[config.mk]
export PLATFORM = sky130hd
export DESIGN_NAME = io_port_fabric
export DESIGN_NICKNAME = d
export VERILOG_FILES = /design/src/hdl/io_fabric_pkg.sv /design/src/hdl/io_device_access.sv /design/src/hdl/io_port_decode.sv /design/src/hdl/io_port_fabric.sv /design/src/hdl/io_request_port.sv
export SDC_FILE = /design/constraint.sdc
export NUM_CORES = 1
export LEC_CHECK = 0
export BUFFER_PORTS_ARGS = -buffer_cell sky130_fd_sc_hd__buf_2
export CAP_MARGIN = 10
export CELL_PAD_IN_SITES_DETAIL_PLACEMENT = 1
export CELL_PAD_IN_SITES_GLOBAL_PLACEMENT = 2
export CORE_ASPECT_RATIO = 1.5
export CORE_MARGIN = 2
export CORE_UTILIZATION = 40
export CTS_CLUSTER_DIAMETER = 100
export DETAILED_ROUTE_END_ITERATION = 16
export HOLD_SLACK_MARGIN = 0.08
export MAX_ROUTING_LAYER = met4
export PLACE_DENSITY = 0.89
export SETUP_SLACK_MARGIN = 0.4
export SYNTH_ARGS = -nofsm -noshare
export SYNTH_HDL_FRONTEND = slang
export SYNTH_HIERARCHICAL = 1
export SYNTH_SLANG_ARGS = --single-unit
[constraint.sdc]
create_clock -name clk_sys -period 10.35 [get_ports clk_sys]
set_clock_uncertainty 0.15 [all_clocks]
set_input_delay 1.035 -clock clk_sys [delete_from_list [all_inputs] [get_ports clk_sys]]
set_output_delay 1.035 -clock clk_sys [all_outputs]
set_load 0.1 [all_outputs]
[src/hdl/io_fabric_pkg.sv]
package io_fabric_pkg;

	typedef logic [15:0] io_addr_t; // CPU port address.
	typedef logic [31:0] io_data_t; // CPU write and read data.
	typedef logic [7:0]  io_byte_t; // Device bus byte.
	typedef logic [2:0]  io_size_t; // Access size in bytes.
	typedef logic [3:0]  io_reg_t;  // Register offset inside a device.

	typedef enum logic [3:0] {
		DEV_NONE,
		DEV_IDE0,
		DEV_IDE1,
		DEV_FLOPPY,
		DEV_DMA,
		DEV_PIC,
		DEV_PIT,
		DEV_PS2,
		DEV_RTC,
		DEV_SOUND,
		DEV_UART1,
		DEV_UART2,
		DEV_MPU,
		DEV_VGA,
		DEV_JOY,
		DEV_SYSCTL
	} dev_id_e;

	// Each window is a base address and the number of low address bits it ignores.
	localparam io_addr_t IDE0_CMD_BASE    = 16'h01F0; localparam int IDE0_CMD_IGN    = 3;
	localparam io_addr_t IDE0_CTL_BASE    = 16'h03F6; localparam int IDE0_CTL_IGN    = 0;
	localparam io_addr_t IDE1_CMD_BASE    = 16'h0170; localparam int IDE1_CMD_IGN    = 3;
	localparam io_addr_t IDE1_CTL_BASE    = 16'h0376; localparam int IDE1_CTL_IGN    = 0;
	localparam io_addr_t FLOPPY_MAIN_BASE = 16'h03F0; localparam int FLOPPY_MAIN_IGN = 2;
	localparam io_addr_t FLOPPY_DATA_BASE = 16'h03F4; localparam int FLOPPY_DATA_IGN = 1;
	localparam io_addr_t FLOPPY_DIR_BASE  = 16'h03F7; localparam int FLOPPY_DIR_IGN  = 0;
	localparam io_addr_t DMA_MASTER_BASE  = 16'h00C0; localparam int DMA_MASTER_IGN  = 5;
	localparam io_addr_t DMA_PAGE_BASE    = 16'h0080; localparam int DMA_PAGE_IGN    = 4;
	localparam io_addr_t DMA_SLAVE_BASE   = 16'h0000; localparam int DMA_SLAVE_IGN   = 4;
	localparam io_addr_t PIC_MASTER_BASE  = 16'h0020; localparam int PIC_MASTER_IGN  = 1;
	localparam io_addr_t PIC_SLAVE_BASE   = 16'h00A0; localparam int PIC_SLAVE_IGN   = 1;
	localparam io_addr_t PIT_BASE         = 16'h0040; localparam int PIT_IGN         = 2;
	localparam io_addr_t PIT_SPK_BASE     = 16'h0061; localparam int PIT_SPK_IGN     = 0;
	localparam io_addr_t PS2_IO_BASE      = 16'h0060; localparam int PS2_IO_IGN      = 3;
	localparam io_addr_t PS2_CTL_BASE     = 16'h0090; localparam int PS2_CTL_IGN     = 4;
	localparam io_addr_t RTC_BASE         = 16'h0070; localparam int RTC_IGN         = 1;
	localparam io_addr_t FM_BASE          = 16'h0388; localparam int FM_IGN          = 2;
	localparam io_addr_t SB_BASE          = 16'h0220; localparam int SB_IGN          = 4;
	localparam io_addr_t UART1_BASE       = 16'h03F8; localparam int UART1_IGN       = 3;
	localparam io_addr_t UART2_BASE       = 16'h02F8; localparam int UART2_IGN       = 3;
	localparam io_addr_t MPU_BASE         = 16'h0330; localparam int MPU_IGN         = 1;
	localparam io_addr_t VGA_B_BASE       = 16'h03B0; localparam int VGA_B_IGN       = 4;
	localparam io_addr_t VGA_C_BASE       = 16'h03C0; localparam int VGA_C_IGN       = 4;
	localparam io_addr_t VGA_D_BASE       = 16'h03D0; localparam int VGA_D_IGN       = 4;
	localparam io_addr_t JOY_BASE         = 16'h0201; localparam int JOY_IGN         = 0;
	localparam io_addr_t SYSCTL_BASE      = 16'h8888; localparam int SYSCTL_IGN      = 0;

	// System control port.
	localparam io_byte_t SYSCFG_RESET = 8'hA2;
	localparam io_byte_t SYSCTL_KEY   = 8'hA1; // Expected in the upper write byte.
	localparam io_size_t SYSCTL_SIZE  = 3'd2;

endpackage

[src/hdl/io_device_access.sv]
`timescale 1ns/1ns

module io_device_access
	import io_fabric_pkg::*;
#(
	parameter int READ_LATENCY = 1
)
(
	input  logic     clk_sys,
	input  logic     reset,

	input  logic     valid,
	input  dev_id_e  dev_sel,
	input  logic     acc_write,
	input  io_reg_t  acc_reg,
	input  io_size_t acc_size,
	input  io_data_t acc_wdata,

	output logic     dev_read,
	output logic     dev_write,
	output dev_id_e  dev_sel_out,
	output io_reg_t  dev_reg,
	output io_byte_t dev_wdata,
	input  io_byte_t dev_rdata,

	output logic     done,
	output io_byte_t rdata,
	output io_byte_t syscfg
);

localparam int CNT_W = (READ_LATENCY > 1) ? $clog2(READ_LATENCY) : 1;

logic             claimed;   // Decoded to a device on the external bus.
logic             disk_hit;
logic             key_write;
logic             busy;
logic [CNT_W-1:0] delay_cnt;
logic             claimed_rd;
logic             armed;     // Still waiting for the first disk access.

assign claimed   = (dev_sel != DEV_NONE) && (dev_sel != DEV_SYSCTL);
assign disk_hit  = (dev_sel == DEV_IDE0) || (dev_sel == DEV_IDE1) || (dev_sel == DEV_FLOPPY);
assign key_write = acc_write && (dev_sel == DEV_SYSCTL) && (acc_size == SYSCTL_SIZE) &&
	(acc_wdata[15:8] == SYSCTL_KEY);

always_ff @(posedge clk_sys) begin
	if (reset) begin
		dev_read    <= 1'b0;
		dev_write   <= 1'b0;
		dev_sel_out <= DEV_NONE;
		busy        <= 1'b0;
		delay_cnt   <= '0;
		done        <= 1'b0;
		claimed_rd  <= 1'b0;
	end else begin
		dev_read  <= valid && claimed && !acc_write; // Strobes last one cycle.
		dev_write <= valid && claimed && acc_write;
		done      <= 1'b0;
		if (valid) begin
			dev_sel_out <= dev_sel;
			claimed_rd  <= claimed && !acc_write;
			busy        <= 1'b1;
			delay_cnt   <= CNT_W'(READ_LATENCY - 1);
		end else if (busy) begin
			// Every access finishes at the same delay, claimed or not.
			if (delay_cnt == '0) begin
				busy <= 1'b0;
				done <= 1'b1;
			end else begin
				delay_cnt <= delay_cnt - 1'b1;
			end
		end
	end
end

always_ff @(posedge clk_sys) begin
	if (valid) begin
		dev_reg   <= acc_reg;
		dev_wdata <= acc_wdata[7:0];
	end
end

// The device byte is valid in the done cycle and is taken by the front stage.
assign rdata = claimed_rd ? dev_rdata : 8'hFF;

always_ff @(posedge clk_sys) begin
	if (reset) begin
		syscfg <= SYSCFG_RESET;
		armed  <= 1'b1;
	end else if (valid) begin
		if (armed && disk_hit) begin
			syscfg <= 8'h00; // The first disk access drops the power-on setting.
			armed  <= 1'b0;
		end else if (key_write) begin
			syscfg <= acc_wdata[7:0];
			armed  <= 1'b0;
		end
	end
end

a_one_strobe: assert property (@(posedge clk_sys) disable iff (reset)
	!(dev_read && dev_write));

a_strobe_target: assert property (@(posedge clk_sys) disable iff (reset)
	(dev_read || dev_write) |-> (dev_sel_out != DEV_NONE) && (dev_sel_out != DEV_SYSCTL));

// Read data is handed back exactly at the device latency.
a_read_latency: assert property (@(posedge clk_sys) disable iff (reset)
	dev_read |-> ##READ_LATENCY done);

endmodule

[src/hdl/io_port_decode.sv]
`timescale 1ns/1ns

module io_port_decode
	import io_fabric_pkg::*;
(
	input  logic     clk_sys,
	input  logic     reset,

	input  logic     start,
	input  logic     cap_write,
	input  io_addr_t cap_address,
	input  io_size_t cap_size,
	input  io_data_t cap_wdata,

	output logic     valid,
	output dev_id_e  dev_sel,
	output logic     acc_write,
	output io_reg_t  acc_reg,
	output io_size_t acc_size,
	output io_data_t acc_wdata
);

function automatic logic hit(io_addr_t addr, io_addr_t base, int ign);
	hit = (addr >> ign) == (base >> ign);
endfunction

dev_id_e sel_next;

// First match wins, so 03F6 goes to IDE0 and 0061 to the PIT.
always_comb begin
	sel_next = DEV_NONE;
	if (hit(cap_address, IDE0_CMD_BASE, IDE0_CMD_IGN) || hit(cap_address, IDE0_CTL_BASE, IDE0_CTL_IGN))
		sel_next = DEV_IDE0;
	else if (hit(cap_address, IDE1_CMD_BASE, IDE1_CMD_IGN) || hit(cap_address, IDE1_CTL_BASE, IDE1_CTL_IGN))
		sel_next = DEV_IDE1;
	else if (hit(cap_address, FLOPPY_MAIN_BASE, FLOPPY_MAIN_IGN) ||
		hit(cap_address, FLOPPY_DATA_BASE, FLOPPY_DATA_IGN) ||
		hit(cap_address, FLOPPY_DIR_BASE, FLOPPY_DIR_IGN))
		sel_next = DEV_FLOPPY;
	else if (hit(cap_address, DMA_MASTER_BASE, DMA_MASTER_IGN) ||
		hit(cap_address, DMA_PAGE_BASE, DMA_PAGE_IGN) ||
		hit(cap_address, DMA_SLAVE_BASE, DMA_SLAVE_IGN))
		sel_next = DEV_DMA;
	else if (hit(cap_address, PIC_MASTER_BASE, PIC_MASTER_IGN) || hit(cap_address, PIC_SLAVE_BASE, PIC_SLAVE_IGN))
		sel_next = DEV_PIC;
	else if (hit(cap_address, PIT_BASE, PIT_IGN) || hit(cap_address, PIT_SPK_BASE, PIT_SPK_IGN))
		sel_next = DEV_PIT;
	else if (hit(cap_address, PS2_IO_BASE, PS2_IO_IGN) || hit(cap_address, PS2_CTL_BASE, PS2_CTL_IGN))
		sel_next = DEV_PS2;
	else if (hit(cap_address, RTC_BASE, RTC_IGN))
		sel_next = DEV_RTC;
	else if (hit(cap_address, FM_BASE, FM_IGN) || hit(cap_address, SB_BASE, SB_IGN))
		sel_next = DEV_SOUND;
	else if (hit(cap_address, UART1_BASE, UART1_IGN))
		sel_next = DEV_UART1;
	else if (hit(cap_address, UART2_BASE, UART2_IGN))
		sel_next = DEV_UART2;
	else if (hit(cap_address, MPU_BASE, MPU_IGN))
		sel_next = DEV_MPU;
	else if (hit(cap_address, VGA_B_BASE, VGA_B_IGN) || hit(cap_address, VGA_C_BASE, VGA_C_IGN) ||
		hit(cap_address, VGA_D_BASE, VGA_D_IGN))
		sel_next = DEV_VGA;
	else if (hit(cap_address, JOY_BASE, JOY_IGN))
		sel_next = DEV_JOY;
	else if (hit(cap_address, SYSCTL_BASE, SYSCTL_IGN))
		sel_next = DEV_SYSCTL;
end

always_ff @(posedge clk_sys) begin
	if (reset) begin
		valid   <= 1'b0;
		dev_sel <= DEV_NONE;
	end else begin
		valid <= start;
		if (start)
			dev_sel <= sel_next;
	end
end

always_ff @(posedge clk_sys) begin
	if (start) begin
		acc_write <= cap_write;
		acc_reg   <= cap_address[3:0];
		acc_size  <= cap_size;
		acc_wdata <= cap_wdata;
	end
end

// One access in flight means the stage pulse never runs back to back.
a_valid_pulse: assert property (@(posedge clk_sys) disable iff (reset) valid |=> !valid);

endmodule

[src/hdl/io_port_fabric.sv]
`timescale 1ns/1ns

module io_port_fabric
	import io_fabric_pkg::*;
#(
	parameter int READ_LATENCY = 1
)
(
	input  logic     clk_sys,
	input  logic     reset,

	input  logic     req,
	input  logic     io_write,
	input  io_addr_t io_address,
	input  io_size_t io_size,
	input  io_data_t io_wdata,
	output logic     ack,
	output io_data_t io_rdata,

	output dev_id_e  dev_sel,
	output logic     dev_read,
	output logic     dev_write,
	output io_reg_t  dev_reg,
	output io_byte_t dev_wdata,
	input  io_byte_t dev_rdata,

	output io_byte_t syscfg
);

logic     start;
logic     cap_write;
io_addr_t cap_address;
io_size_t cap_size;
io_data_t cap_wdata;

logic     valid;
dev_id_e  dec_sel;
logic     acc_write;
io_reg_t  acc_reg;
io_size_t acc_size;
io_data_t acc_wdata;

logic     done;
io_byte_t rdata;

io_request_port request_port (
	.clk_sys     (clk_sys),
	.reset       (reset),
	.req         (req),
	.io_write    (io_write),
	.io_address  (io_address),
	.io_size     (io_size),
	.io_wdata    (io_wdata),
	.ack         (ack),
	.io_rdata    (io_rdata),
	.start       (start),
	.cap_write   (cap_write),
	.cap_address (cap_address),
	.cap_size    (cap_size),
	.cap_wdata   (cap_wdata),
	.done        (done),
	.rdata       (rdata)
);

io_port_decode port_decode (
	.clk_sys     (clk_sys),
	.reset       (reset),
	.start       (start),
	.cap_write   (cap_write),
	.cap_address (cap_address),
	.cap_size    (cap_size),
	.cap_wdata   (cap_wdata),
	.valid       (valid),
	.dev_sel     (dec_sel),
	.acc_write   (acc_write),
	.acc_reg     (acc_reg),
	.acc_size    (acc_size),
	.acc_wdata   (acc_wdata)
);

io_device_access #(
	.READ_LATENCY (READ_LATENCY)
) device_access (
	.clk_sys     (clk_sys),
	.reset       (reset),
	.valid       (valid),
	.dev_sel     (dec_sel),
	.acc_write   (acc_write),
	.acc_reg     (acc_reg),
	.acc_size    (acc_size),
	.acc_wdata   (acc_wdata),
	.dev_read    (dev_read),
	.dev_write   (dev_write),
	.dev_sel_out (dev_sel),
	.dev_reg     (dev_reg),
	.dev_wdata   (dev_wdata),
	.dev_rdata   (dev_rdata),
	.done        (done),
	.rdata       (rdata),
	.syscfg      (syscfg)
);

endmodule

[src/hdl/io_request_port.sv]
`timescale 1ns/1ns

module io_request_port
	import io_fabric_pkg::*;
(
	input  logic     clk_sys,
	input  logic     reset,

	input  logic     req,
	input  logic     io_write,
	input  io_addr_t io_address,
	input  io_size_t io_size,
	input  io_data_t io_wdata,
	output logic     ack,
	output io_data_t io_rdata,

	output logic     start,
	output logic     cap_write,
	output io_addr_t cap_address,
	output io_size_t cap_size,
	output io_data_t cap_wdata,
	input  logic     done,
	input  io_byte_t rdata
);

typedef enum logic [1:0] {
	IDLE,
	BUSY,
	ACKED
} state_e;

state_e state;

logic take; // An access is accepted on this edge.

assign take = (state == IDLE) && req;

always_ff @(posedge clk_sys) begin
	if (reset) begin
		state <= IDLE;
		start <= 1'b0;
		ack   <= 1'b0;
	end else begin
		start <= take;
		case (state)
			IDLE: begin
				if (req)
					state <= BUSY;
			end
			BUSY: begin
				if (done) begin
					state <= ACKED;
					ack   <= 1'b1;
				end
			end
			ACKED: begin
				// The requester has seen ack and let go of req.
				if (!req) begin
					state <= IDLE;
					ack   <= 1'b0;
				end
			end
			default: state <= IDLE;
		endcase
	end
end

// The requester holds its fields steady, so one capture per access is enough.
always_ff @(posedge clk_sys) begin
	if (take) begin
		cap_write   <= io_write;
		cap_address <= io_address;
		cap_size    <= io_size;
		cap_wdata   <= io_wdata;
	end
	if (state == BUSY && done)
		io_rdata <= cap_write ? '0 : io_data_t'(rdata); // Writes return zeros.
end

// The back end only answers an access that this stage has handed out.
a_done_in_busy: assert property (@(posedge clk_sys) disable iff (reset)
	done |-> state == BUSY);

endmodule

# After elaboration in Yosys (flattened, before gate mapping)
# Index checks and enable logic that the tools add are counted.
word_totals:
  reg_bits: 132
  latch_bits: 0
  mem_bits_rw: 0
  rom_bits: 0
  input_bits: 63
  out_inout_bits: 59
  elab_cells: 134
  memories: 0
classes:
  n_addsub: 1
  multipliers: 0
  n_div: 0
  order_cmp: 0
  eq_ne: 38
  shifts: 0
  mux: 32
  n_bitwise: 1
  reduce_logical: 36
ops:
  columns: ["cell", "count"]
  rows:
  - ["16-bit by 10-bit equality test with 1-bit output (second input constant)", 4]
  - ["4-bit 2-to-1 mux", 15]
  - ["12-bit by 6-bit equality test with 1-bit output (second input constant)", 4]
  - ["15-bit by 9-bit equality test with 1-bit output (second input constant)", 2]
  - ["14-bit by 8-bit equality test with 1-bit output (second input constant)", 2]
  - ["13-bit by 6-bit equality test with 1-bit output (second input constant)", 2]
  - ["13-bit by 7-bit equality test with 1-bit output (second input constant)", 2]
  - ["12-bit by 4-bit equality test with 1-bit output (second input constant)", 2]
  - ["8-bit 2-to-1 mux", 3]
  - ["16-bit equality test (second input constant)", 1]
  - ["16-bit by 7-bit equality test with 1-bit output (second input constant)", 1]
  - ["16-bit zero test", 1]
  - ["15-bit by 5-bit equality test with 1-bit output (second input constant)", 1]
  - ["15-bit by 6-bit equality test with 1-bit output (second input constant)", 1]
  - ["15-bit by 7-bit equality test with 1-bit output (second input constant)", 1]
  - ["14-bit by 5-bit equality test with 1-bit output (second input constant)", 1]
  - ["1-bit logical OR", 14]
  - ["13-bit by 4-bit equality test with 1-bit output (second input constant)", 1]
  - ["11-bit by 3-bit equality test with 1-bit output (second input constant)", 1]
  - ["1-bit logical AND", 11]
  - ["1-bit 2-to-1 mux", 9]
  - ["4-bit by 2-bit equality test with 1-bit output (second input constant)", 2]
  - ["8-bit equality test (second input constant)", 1]
  - ["2-bit 2-to-1 mux", 3]
  - ["20 further kinds", 23]

# Depth between registers and ports, before layout
# Gate-level depths: netlist of the first run.
logic_depth:
  word_depth: 16
  ltp_mapped: 6
  mapped_depth_nobuf: 5

# By module
# Netlist of the first run, hierarchy kept.
by_module_without_submodules:
  columns: ["module", "n_inst", "cells_each", "area_per_inst_um2", "seq_area_each_um2"]
  rows:
  - ["io_request_port", 1, 110, 2203.4, 1881.8]
  - ["io_port_decode", 1, 133, 1891.8, 1301.2]
  - ["io_device_access", 1, 93, 1164.9, 720.7]

# Worst setup path before layout of the first run
# No wires, ideal clock.
synth_path:
  path_type: "input to register"
  start: "in req"
  end: "reg request_port.cap_address[0], enable pin"
  setup_ps: 462
  arrival_time_ps: 3299
  required_time_ps: 9738
  setup_slack_ps: 6439
  stages: 2
  path_buffers: 0
  path_cell_list: "nand2b_1 -> nor2_1"
synth_via:
  elab_chain_len: 1
synth_lines:
  columns: ["item", "line_no", "source"]
  rows:
  - ["start: declaration", "io_port_fabric.sv:12", "input logic req,"]
  - ["1-bit logical AND", "io_request_port.sv:36", "assign take = (state == IDLE) && req;"]
  - ["via request_port.take", "io_request_port.sv:34", "logic take;"]
  - ["end signal: assignment", "io_request_port.sv:72", "cap_address <= io_address;"]
  - ["end: declaration", "io_request_port.sv:19", "output io_addr_t cap_address,"]
# The timed path passes the listed nets, and every way through them passes these cells.
# A chain may end at the register's enable or synchronous reset.

# Final worst setup path of the first run
layout_path:
  start: "reg request_port.cap_address[7]"
  end: "reg port_decode.dev_sel[3]"
layout_via:
  elab_chain_len: 16
  word_cells_on_any_way: 54
  classes_between: "eq/ne: 26; mux: 15; reduce/logical: 13"
layout_lines:
  columns: ["item", "line_no", "source"]
  rows:
  - ["16-bit equality test or 12-bit by 6-bit equality test with 1-bit output (tied branches)", "io_port_decode.sv:24", "hit = (addr >> ign) == (base >> ign);"]
  - ["4-bit 2-to-1 mux or 1-bit logical OR (tied branches)", "io_port_decode.sv:65, io_port_decode.sv:60", null]
  - ["4-bit 2-to-1 mux or 1-bit logical OR (tied branches)", "io_port_decode.sv:63, io_port_decode.sv:60", null]
  - ["4-bit 2-to-1 mux", "io_port_decode.sv:60", "else if (hit(cap_address, VGA_B_BASE, VGA_B_IGN) || hit(cap_address, VGA_C_BASE, VGA_C_IGN) ||"]
  - ["4-bit 2-to-1 mux", "io_port_decode.sv:58", "else if (hit(cap_address, MPU_BASE, MPU_IGN))"]
  - ["4-bit 2-to-1 mux", "io_port_decode.sv:56", "else if (hit(cap_address, UART2_BASE, UART2_IGN))"]
  - ["4-bit 2-to-1 mux", "io_port_decode.sv:54", "else if (hit(cap_address, UART1_BASE, UART1_IGN))"]
  - ["4-bit 2-to-1 mux", "io_port_decode.sv:52", "else if (hit(cap_address, FM_BASE, FM_IGN) || hit(cap_address, SB_BASE, SB_IGN))"]
  - ["4-bit 2-to-1 mux", "io_port_decode.sv:50", "else if (hit(cap_address, RTC_BASE, RTC_IGN))"]
  - ["4-bit 2-to-1 mux", "io_port_decode.sv:48", "else if (hit(cap_address, PS2_IO_BASE, PS2_IO_IGN) || hit(cap_address, PS2_CTL_BASE, PS2_CTL_IGN))"]
  - ["4-bit 2-to-1 mux", "io_port_decode.sv:46", "else if (hit(cap_address, PIT_BASE, PIT_IGN) || hit(cap_address, PIT_SPK_BASE, PIT_SPK_IGN))"]
  - ["4-bit 2-to-1 mux", "io_port_decode.sv:44", "else if (hit(cap_address, PIC_MASTER_BASE, PIC_MASTER_IGN) || hit(cap_address, PIC_SLAVE_BASE, PIC_SLAVE_IGN))"]
  - ["4-bit 2-to-1 mux", "io_port_decode.sv:40", "else if (hit(cap_address, DMA_MASTER_BASE, DMA_MASTER_IGN) ||"]
  - ["4-bit 2-to-1 mux", "io_port_decode.sv:36", "else if (hit(cap_address, FLOPPY_MAIN_BASE, FLOPPY_MAIN_IGN) ||"]
  - ["4-bit 2-to-1 mux", "io_port_decode.sv:34", "else if (hit(cap_address, IDE1_CMD_BASE, IDE1_CMD_IGN) || hit(cap_address, IDE1_CTL_BASE, IDE1_CTL_IGN))"]
  - ["4-bit 2-to-1 mux (*)", "io_port_decode.sv:32", "if (hit(cap_address, IDE0_CMD_BASE, IDE0_CMD_IGN) || hit(cap_address, IDE0_CTL_BASE, IDE0_CTL_IGN))"]
  - ["end signal: assignment", "io_port_decode.sv:76", "dev_sel <= sel_next;"]
  - ["end: declaration", "io_port_decode.sv:16", "output dev_id_e dev_sel,"]
# Every way passes the cells marked *; elsewhere a longest branch is shown, timed or not.

==> results of run 1 <==
worst max path at each step:
stage,cells after the start,start,endpoint,slack (ns)
4_1_cts,1,request_port/ack$_SDFFE_PP0P_,ack,8.00
3_3_place_gp,3,req,request_port/cap_address[0]$_DFFE_PP_,7.74
3_5_place_dp,3,req,request_port/cap_address[3]$_DFFE_PP_,7.70
2_1_floorplan,2,req,request_port/cap_address[0]$_DFFE_PP_,7.13
5_1_grt,5,request_port/cap_address[7]$_DFFE_PP_,port_decode/dev_sel[3]$_SDFFE_PP0P_,7.90
6_report,5,request_port/cap_address[7]$_DFFE_PP_,port_decode/dev_sel[3]$_SDFFE_PP0P_,8.00
per-layer routing:
layer	GRT usage	vias up	wire length (um)
met3	0.0389	11	443
met4	0.0624	0	131
met2	0.264	90	4610
met5	-	-	0
li1	-	1264	-
met1	0.164	1287	3170
power by group:
part	switching, uW	total (uW)	internal (uW)	leakage, uW
logic	69.5	84.9	15.4	0.000705
clock network	144	362	218	0.000158
registers	12.3	493	481	0.000967
cell type report:
class | count | area share
flip-flops and latches | 107 | 0.582
multi-input cells | 179 | 0.230
repair buffers | 83 | 0.0832
clock buffers | 14 | 0.0567
well taps | 144 | 0.0357
clock inverters | 2 | 0.00768
inverters | 6 | 0.00446
worst max-delay path: cells and delay by family (launching register included):
family | cells | cell delay (ns)
and+or+nand+nor | 3 | 1.18
DFF | 1 | 0.58
AOI/OAI and AO/OA | 2 | 0.36
placed cells by master, fill, tap and decap left out, types with 4 or more instances in the layout:
| cell type | instances |
|---|---|
| dfxtp_1 | 27 |
| a31oi_1 | 6 |
| buf_2 | 81 |
| nand2b_1 | 17 |
| nand4_1 | 11 |
| clkbuf_16 | 11 |
| a211oi_1 | 4 |
| nor3_1 | 5 |
| edfxtp_1 | 80 |
| nand2_1 | 7 |
| nand3b_1 | 9 |
| nand3_1 | 4 |
| a21oi_1 | 8 |
| nand4b_1 | 4 |
| nor2b_1 | 13 |
| conb_1 | 24 |
| nor3b_1 | 5 |
| mux2i_1 | 4 |
| nor2_1 | 10 |
| inv_1 | 5 |
through the flow:
step | power (uW) | utilization | hold slack (ns)
final | 939 | 0.480 | 0.271
after global routing | 972 | 0.480 | 0.275
after CTS | 951 | 0.480 | 0.272
after detailed placement | 588 | 0.449 | 0.256
after global placement | 585 | 0.449 | 0.252
after floorplan | 576 | - | 0.250
==> metrics.md, run 1 <==
| Metric | Value |
|---|---|
| Vias per inst | `4.96` |
| First-pass GRT wire length | `roughly 13,000 um` |
| Share of layout cells above drive strength 1 | `0.281` |
| Setup WS pre-CTS | `about 7.7 ns` |
| Area Growth Syn to Fin | `17.5%` |
| Worst VDD drop | `80.0 uV` |
| Port buffer count | `81` |
| Full die area | `between 10,000 and 15,000 um2` |
| Final hold violation count | `0` |
| Mapped Cells | `~300` |
| Final setup viols | `0` |
| Hold bufs inserted after CTS | `0` |
| Syn_area_per_cell | `approximately 14 um2` |
| CP max FO | `12` |
| Status | `finished, final reports clean` |
| Final worst-path cycle share | `0.227` |
| Final antenna-violating net count | `0` |
| Flop-to-flop setup slack | `between 7 and 8 ns` |
| Syn. warnings | `6` |
| CTS tree | `yes` |
| Dpl cells | `~520` |
| FF+latch area | `~2900 um2` |
| H-tree levels | `3` |
| Die width | `~90 um` |
| Global placement routability congestion | `0.927` |
| Antenna diodes | `0` |
| Iter 0 DRT Violations | `~110` |
| Area of the multi-input gates | `roughly 1200 um2` |
| Final Instance Area | `approximately 5100 um2` |
| Row cnt | `46` |
| Setup tns final | `0 ns` |
| Slew @ Worst Pin | `roughly 1 ns` |
| Clock latency on the worst-skew pair | `about 0.34 ns` |
| # nets final | `approximately 450` |
| Worst R2R Start | `request_port/cap_address[7]$_DFFE_PP_` |
| Worst Path Arrival | `2.46 ns` |
| Post-synthesis cell area | `approximately 4300 um2` |
| Critical path class | `reg -> reg` |
| Core Box Area | `around 11,000 um2` |
| CTS resizes | `0` |
| Drt pass-1 iters | `4` |
| Critical path's slowest cell | `or4b_4` |
| Hold Path End | `port_decode/acc_size[1]$_DFFE_PP_` |
| Worst Setup Slack, final | `8.00 ns` |
| Global route total overflow | `0` |
| Final HPWL DP | `between 6000 and 7000 um` |
| Cts bufs inserted | `9` |
| Die height | `131 um` |
| Largest regs | `port_decode/acc_wdata: 16 flops, request_port/cap_address: 16 flops, request_port/cap_wdata: 16 flops` |
| Initial antenna violation count | `0` |
| Min-Delay Path Class | `reg -> reg` |
| Worst R2R End | `port_decode/dev_sel[3]$_SDFFE_PP0P_` |
| Setup repair bufs after CTS | `0` |
| Worst R2R Path Depth | `5` |
| IO Pins | `approximately 120` |
| Largest net degree at the start of global routing | `37` |
| Final cell count without fillers | `around 540` |
| CP Launch Type | `flip-flop` |
| Tmin final | `2.35 ns` |
| Clk sinks | `~110` |
| Critical path, cell by cell | `or4b_4 > or4_1 > a21oi_1 > nor3_1 > a211oi_2` |
| Hold depth | `0` |
| Number of global-route vias before repair | `roughly 2,600` |
| Max incr delay on CP | `slightly above 0.6 ns` |
| Leakage | `~0.0018 uW` |
| Residual DRC | `0` |
| Clock Pin Slew Worst Setup and Hold Paths | `around 0.070 ns` |
| Worst Path Required | `about 10 ns` |
| Slew Limit Fails | `0` |
| CP endpoint kind | `flip-flop` |
| Fillers | `about 1,100` |
| RSZ-0062 raised after global routing | `false` |
| Clock Tree Buf Depth | `2` |
| All-layer global routing usage | `0.153` |
| Via count | `between 2,000 and 3,000` |
| CTS root buffer | `clkbuf_16` |
| Final WL | `around 8400 um` |
| Hold Startpoint | `request_port/cap_size[1]$_DFFE_PP_` |
| Pwr Density | `~190 nW/um2` |
| Wire length per cell | `between 15 and 20 um` |
| Relative slew margins | `0.316` |
| Initial Util | `0.408` |
| Max cap viols | `0` |
| Fmax | `about 430 MHz` |
| Placed instance area | `roughly 4700 um2` |
(Power assumes the default switching activity.)
==> run 2: changes to the inputs <==
--- a/config.mk
+++ b/config.mk
@@ -11,12 +11,12 @@
 export CELL_PAD_IN_SITES_GLOBAL_PLACEMENT = 2
 export CORE_ASPECT_RATIO = 1.5
 export CORE_MARGIN = 2
-export CORE_UTILIZATION = 40
+export CORE_UTILIZATION = 38
 export CTS_CLUSTER_DIAMETER = 100
 export DETAILED_ROUTE_END_ITERATION = 16
 export HOLD_SLACK_MARGIN = 0.08
 export MAX_ROUTING_LAYER = met4
-export PLACE_DENSITY = 0.89
+export PLACE_DENSITY = 0.86
 export SETUP_SLACK_MARGIN = 0.4
 export SYNTH_ARGS = -nofsm -noshare
 export SYNTH_HDL_FRONTEND = slang
==> constraint.sdc (replaced) <==
create_clock -name clk_sys -period 2.4 [get_ports clk_sys]
set_clock_uncertainty 0.15 [all_clocks]
set_input_delay 0.24 -clock clk_sys [delete_from_list [all_inputs] [get_ports clk_sys]]
set_output_delay 0.24 -clock clk_sys [all_outputs]
set_load 0.1 [all_outputs]
==> run 2 against run 1 <==
Via count is 7.5% higher. First-iteration DRC count is 46% lower. Setup slack worse by 7.6 ns. Sequential share of layout area is 5.8 points lower. Non-clock buffer count is 52 higher. Sequential power grew to 4.3 times the previous value. Core utilization is 2.8 points higher. Cell count is 10% higher. Global-route usage is 1.2 points higher. Hold slack worse by 0.14 ns.
==> metrics.md, run 2 (synthesized netlist as in run 1, its figures left out) <==
| Metric | Value |
|---|---|
| Setup tns final | `0 ns` |
| # nets final | `501` |
| Residual DRC | `0` |
| Pwr Density | `between 700 and 800 nW/um2` |
| Clock latency on the worst-skew pair | `roughly 0.34 ns` |
| Full die area | `~12,000 um2` |
| Worst R2R Path Depth | `5` |
| Worst Path Arrival | `between 2 and 2.5 ns` |
| Final hold violation count | `0` |
| All-layer global routing usage | `0.165` |
| IO Pins | `approximately 120` |
| CP Launch Point | `request_port/cap_address[2]$_DFFE_PP_` |
| Via count | `around 2,900` |
| Flop-to-flop setup slack | `a little over 0.4 ns` |
| Global route total overflow | `0` |
| Area Growth Syn to Fin | `30.6%` |
| Critical path's slowest cell | `or4b_4` |
| Vias per inst | `slightly below 5` |
| Critical path class | `reg -> reg` |
| Max cap viols | `0` |
| Relative slew margins | `0.630` |
| Tmin final | `between 1.5 and 2 ns` |
| CP max FO | `2` |
| Largest regs | `port_decode/acc_wdata: 16 flops, request_port/cap_address: 16 flops, request_port/cap_wdata: 16 flops` |
| Status | `finished, final reports clean` |
| Drt pass-1 iters | `4` |
| Worst R2R Start | `request_port/cap_address[2]$_DFFE_PP_` |
| Commonest non-fill, non-tap cell in the layout | `buf_2` |
| Clock Pin Slew Worst Setup and Hold Paths | `0.07 ns` |
| FF+latch area | `~3000 um2` |
| Util after Layout | `0.508` |
| CTS tree | `yes` |
| Fmax | `around 500 MHz` |
| Iter 0 DRT Violations | `58` |
| Antenna diodes | `0` |
| Final HPWL DP | `roughly 6200 um` |
| Clock Tree Buf Depth | `2` |
| Final WL | `between 9000 and 10,000 um` |
| Initial Util | `0.389` |
| Slew @ Worst Pin | `0.554 ns` |
| Max incr delay on CP | `between 0.5 and 0.6 ns` |
| Hold depth | `3` |
| Global placement routability congestion | `about 0.85` |
| Wire length per cell | `between 15 and 20 um` |
| Min-Delay Path Class | `in -> reg` |
| Power Total | `around 4000 uW` |
| Final antenna-violating net count | `0` |
| Die height | `around 130 um` |
| Port buffer count | `just over 80` |
| Number of global-route vias before repair | `2,948` |
| Clk sinks | `between 100 and 150` |
| First-pass GRT wire length | `15,000 um` |
| Commonest cells after routing, fill and taps aside | `81 x buf_2, 80 x edfxtp_1, 37 x dlygate4sd3_1, 27 x dfxtp_1, 24 x conb_1` |
| CP Launch Type | `flip-flop` |
| Family with the most delay on the worst path | `simple AND/OR/NAND/NOR gates` |
| Worst path bufs/invs | `0` |
| Hold WS | `between 0.1 and 0.15 ns` |
| Core Box Area | `11,100 um2` |
| H-tree levels | `3` |
| Initial antenna violation count | `0` |
| Slew Limit Fails | `0` |
| Worst Path Required | `about 2.5 ns` |
| Row cnt | `47` |
| Area of the multi-input gates | `1250 um2` |
| Fillers | `between 1,000 and 1,500` |
| Worst R2R End | `port_decode/dev_sel[3]$_SDFFE_PP0P_` |
| Critical path, cell by cell | `or4b_4 > or4_4 > a21oi_2 > nor3_2 > a211oi_2` |
| Share of layout cells above drive strength 1 | `0.323` |
| Final worst-path cycle share | `0.832` |
| Final setup viols | `0` |
| RSZ-0062 raised after global routing | `true` |
| CP endpoint kind | `flip-flop` |
| Die width | `roughly 91 um` |
| Largest net degree at the start of global routing | `37` |
| CP endpoint | `port_decode/dev_sel[3]$_SDFFE_PP0P_` |
| Leakage | `about 0.0021 uW` |
| Worst VDD drop | `between 300 and 400 uV` |
| Stages on the worst setup path | `5` |
| CTS root buffer | `clkbuf_16` |
| Cts bufs inserted | `9` |
[run 2: cell type report]
class,instances,area share
Sequential cell,107,0.524
Multi-Input combinational cell,179,0.223
Timing Repair Buffer,135,0.164
Clock buffer,10,0.0408
Tap cell,147,0.0328
Clock inverter,6,0.0114
Inverter,6,0.00401
[run 2: how the worst min path moves through the flow]
stage | from | slack (ns) | to
after floorplan | reset | 0.15 | port_decode/dev_sel[3]$_SDFFE_PP0P_
after global routing | dev_rdata[0] | 0.15 | request_port/io_rdata[0]$_SDFFCE_PP0P_
after global placement | port_decode/acc_reg[0]$_DFFE_PP_ | 0.25 | device_access/dev_reg[0]$_DFFE_PP_
after CTS | dev_rdata[1] | 0.11 | request_port/io_rdata[1]$_SDFFCE_PP0P_
final | dev_rdata[1] | 0.13 | request_port/io_rdata[1]$_SDFFCE_PP0P_
after detailed placement | request_port/cap_size[0]$_DFFE_PP_ | 0.26 | port_decode/acc_size[0]$_DFFE_PP_
[run 2: per-layer routing]
layer | global-route usage | vias up | routed length (um) | part of all wire
met2 | 0.308 | 79 | 5430 | 0.57
met1 | 0.168 | 1398 | 3510 | 0.37
met3 | 0.0360 | 8 | 393 | 0.041
li1 | - | 1365 | - | -
met4 | 0.0598 | 0 | 151 | 0.016
met5 | - | - | 0 | 0
[run 2: timing repair]
| action | 4_1_cts | 5_1_grt |
|---|---|---|
| pin swaps | 1 | 4 |
| resized for setup | 4 | 15 |
| hold buffers | 37 | 0 |
| buffers inserted | 4 | 3 |
| endpoints found under the setup margin | 2 | 3 |
| endpoints found under the hold margin | 37 | 0 |
[run 2: worst register-to-register path, stage by stage, from the launching register on]
cell and delay, ns:
edfxtp_1 0.39, or4b_4 0.55, or4_4 0.44, a21oi_2 0.17, nor3_2 0.07, a211oi_2 0.16
[run 2: where the power goes]
group | internal, uW | switching, uW | leakage (uW)
combinational | 130 | 333 | 0.000960
sequential | 2070 | 45.4 | 0.000967
clock | 810 | 649 | 0.000139
total | 3010 | 1030 | 0.00207
[run 2: metrics by stage]
stage	worst slack [ns]	area (um2)	cells
after floorplan	0.445	4390	327
after global placement	0.349	4790	530
after detailed placement	0.360	4790	530
after CTS	0.404	5520	587
after global routing	0.338	5610	590
final	0.404	5610	590
==> run 3: changes to the inputs <==
==> constraint.sdc (replaced) <==
create_clock -name clk_sys -period 2.1 [get_ports clk_sys]
set_clock_uncertainty 0.15 [all_clocks]
set_input_delay 0.21 -clock clk_sys [delete_from_list [all_inputs] [get_ports clk_sys]]
set_output_delay 0.21 -clock clk_sys [all_outputs]
set_load 0.1 [all_outputs]
==> run 3 against run 2 <==
Register-to-register slack got worse by 0.28 ns. Clock power rose by 9.6%. Cell count rose by 2.5%. Total power rose by 14%. Setup slack got worse by 0.28 ns. Global-route usage rose by 0.24 points. Non-clock buffer count rose by 15.
==> metrics.md, run 3 (synthesized netlist as in run 1, its figures left out) <==
| Metric | Value |
|---|---|
| Full die area | `~12,000 um2` |
| Worst Path Arrival | `2.10 ns` |
| CP Launch Type | `flip-flop` |
| Vias per inst | `between 4 and 5` |
| CTS tree | `yes` |
| CP endpoint kind | `flip-flop` |
| Residual DRC | `0` |
| Worst VDD drop | `around 430 uV` |
| Final cell count without fillers | `between 600 and 700` |
| Final HPWL DP | `6420 um` |
| Final setup viols | `0` |
| Clock latency on the worst-skew pair | `0.35 ns` |
| Port buffer count | `just over 80` |
| Flop-to-flop setup slack | `around 0.13 ns` |
| Global placement routability congestion | `roughly 0.84` |
| Dpl cells | `between 500 and 600` |
| Max cap viols | `0` |
| Global route total overflow | `0` |
| Max layer used | `met4` |
| Share of layout cells above drive strength 1 | `0.365` |
| Area Growth Syn to Fin | `35.4%` |
| Pwr Density | `between 700 and 800 nW/um2` |
| First-pass GRT wire length | `around 15,000 um` |
| IO Pins | `122` |
| Detail Route met2 WL | `5320 um` |
| CP Launch Point | `request_port/cap_address[3]$_DFFE_PP_` |
| Slew Limit Fails | `0` |
| Antenna diodes | `0` |
| Commonest cells after routing, fill and taps aside | `81 x buf_2, 80 x edfxtp_1, 37 x dlygate4sd3_1, 27 x dfxtp_1, 25 x buf_4` |
| Clk sinks | `roughly 110` |
| Drt pass-1 iters | `4` |
| Leakage | `0.00217 uW` |
| Number of global-route vias before repair | `3,128` |
| # nets final | `just over 500` |
| Wire length per cell | `15.5 um` |
| All-layer global routing usage | `0.167` |
| Die width | `approximately 91 um` |
| Iter 0 DRT Violations | `just under 60` |
| Commonest non-fill, non-tap cell in the layout | `buf_2` |
| Final hold violation count | `0` |
| CP max FO | `2` |
| Row cnt | `47` |
| Clock Tree Buf Depth | `2` |
| Final worst-path cycle share | `0.939` |
| RSZ-0062 raised after global routing | `true` |
| Worst Path Required | `around 2.2 ns` |
| Initial antenna violation count | `0` |
| Util after Layout | `0.527` |
| Final antenna-violating net count | `0` |
| Via count | `slightly below 3,000` |
| Final WL | `around 9400 um` |
| CTS root buffer | `clkbuf_16` |
| Largest net degree at the start of global routing | `29` |
| Tmin final | `between 1.5 and 2 ns` |
| Clock Pin Slew Worst Setup and Hold Paths | `approximately 0.070 ns` |
| Met3 wire length | `slightly below 400 um` |
| Critical path class | `reg -> reg` |
| Hold Startpoint | `dev_rdata[2]` |
| Die height | `about 130 um` |
| Setup tns final | `0 ns` |
| Largest regs | `port_decode/acc_wdata: 16 flops, request_port/cap_address: 16 flops, request_port/cap_wdata: 16 flops` |
| Worst R2R Start | `request_port/cap_address[3]$_DFFE_PP_` |
| H-tree levels | `3` |
| Cts bufs inserted | `9` |
| Core Box Area | `11,100 um2` |
| Initial Util | `0.389` |
| Status | `finished, final reports clean` |
| Hold WS | `about 0.085 ns` |
| M1 WL | `between 3000 and 4000 um` |
| Fmax | `between 500 and 600 MHz` |
| Min-Delay Path Class | `in -> reg` |
[run 3: changes by cell type in the layout (fill, tap and decap cells not counted), sizes merged]
cell,previous run,this run
clkbuf,10,12
clkinvlp,2,0
bufinv,1,0
clkinv,2,3
buf,98,113
[run 3: worst paths after layout]
kind	to	cells past startpoint
setup reg to reg	port_decode/dev_sel[3]$_SDFFE_PP0P_	5
hold reg to reg	port_decode/acc_wdata[1]$_DFFE_PP_	0
hold / removal	request_port/io_rdata[2]$_SDFFCE_PP0P_	3
setup / recovery	port_decode/dev_sel[3]$_SDFFE_PP0P_	5
[run 3: cell type report]
type / count / area [um2]
Clock buffer: 12 / 256
Fill cell: 1167 / 5230
Multi-Input combinational cell: 179 / 1340
Inverter: 6 / 22.5
Clock inverter: 4 / 23.8
Timing Repair Buffer: 150 / 1050
Sequential cell: 107 / 2940
Tap cell: 147 / 184
[run 3: power breakdown]
group          switching [uW]  internal, uW
sequential               50.8          2370
clock                     730           868
combinational             395           176
total                    1180          3410
[run 3: through the flow]
stage / setup slack (ns) / total power [uW] / instance area (um2)
after floorplan: 0.147 / 2840 / 4400
after global placement: 0.129 / 2920 / 4870
after detailed placement: 0.146 / 2930 / 4870
after CTS: 0.134 / 4600 / 5660
after global routing: 0.0667 / 4750 / 5820
final: 0.129 / 4590 / 5820
[run 3: metal layers]
layer  global-route usage  vias to the layer above
met4               0.0867                        0
met5                    -                        -
met3               0.0275                       14
met1                0.169                     1430
met2                0.308                       89
li1                     -                     1404
[run 3: worst max-delay path, stage by stage, from the launching register on]
cell and delay, ns:
edfxtp_1 0.39, or4b_4 0.57, or4_4 0.43, a21oi_2 0.12, nor3_1 0.07, a211oi_2 0.16
[run 3: what timing repair did]
action / CTS / global route
pin swaps: 11 / 16
hold endpoints to repair: 37 / 0
hold buffers: 37 / 0
endpoints found under the setup margin: 7 / 40
gates resized for setup: 19 / 21
setup buffers: 7 / 8
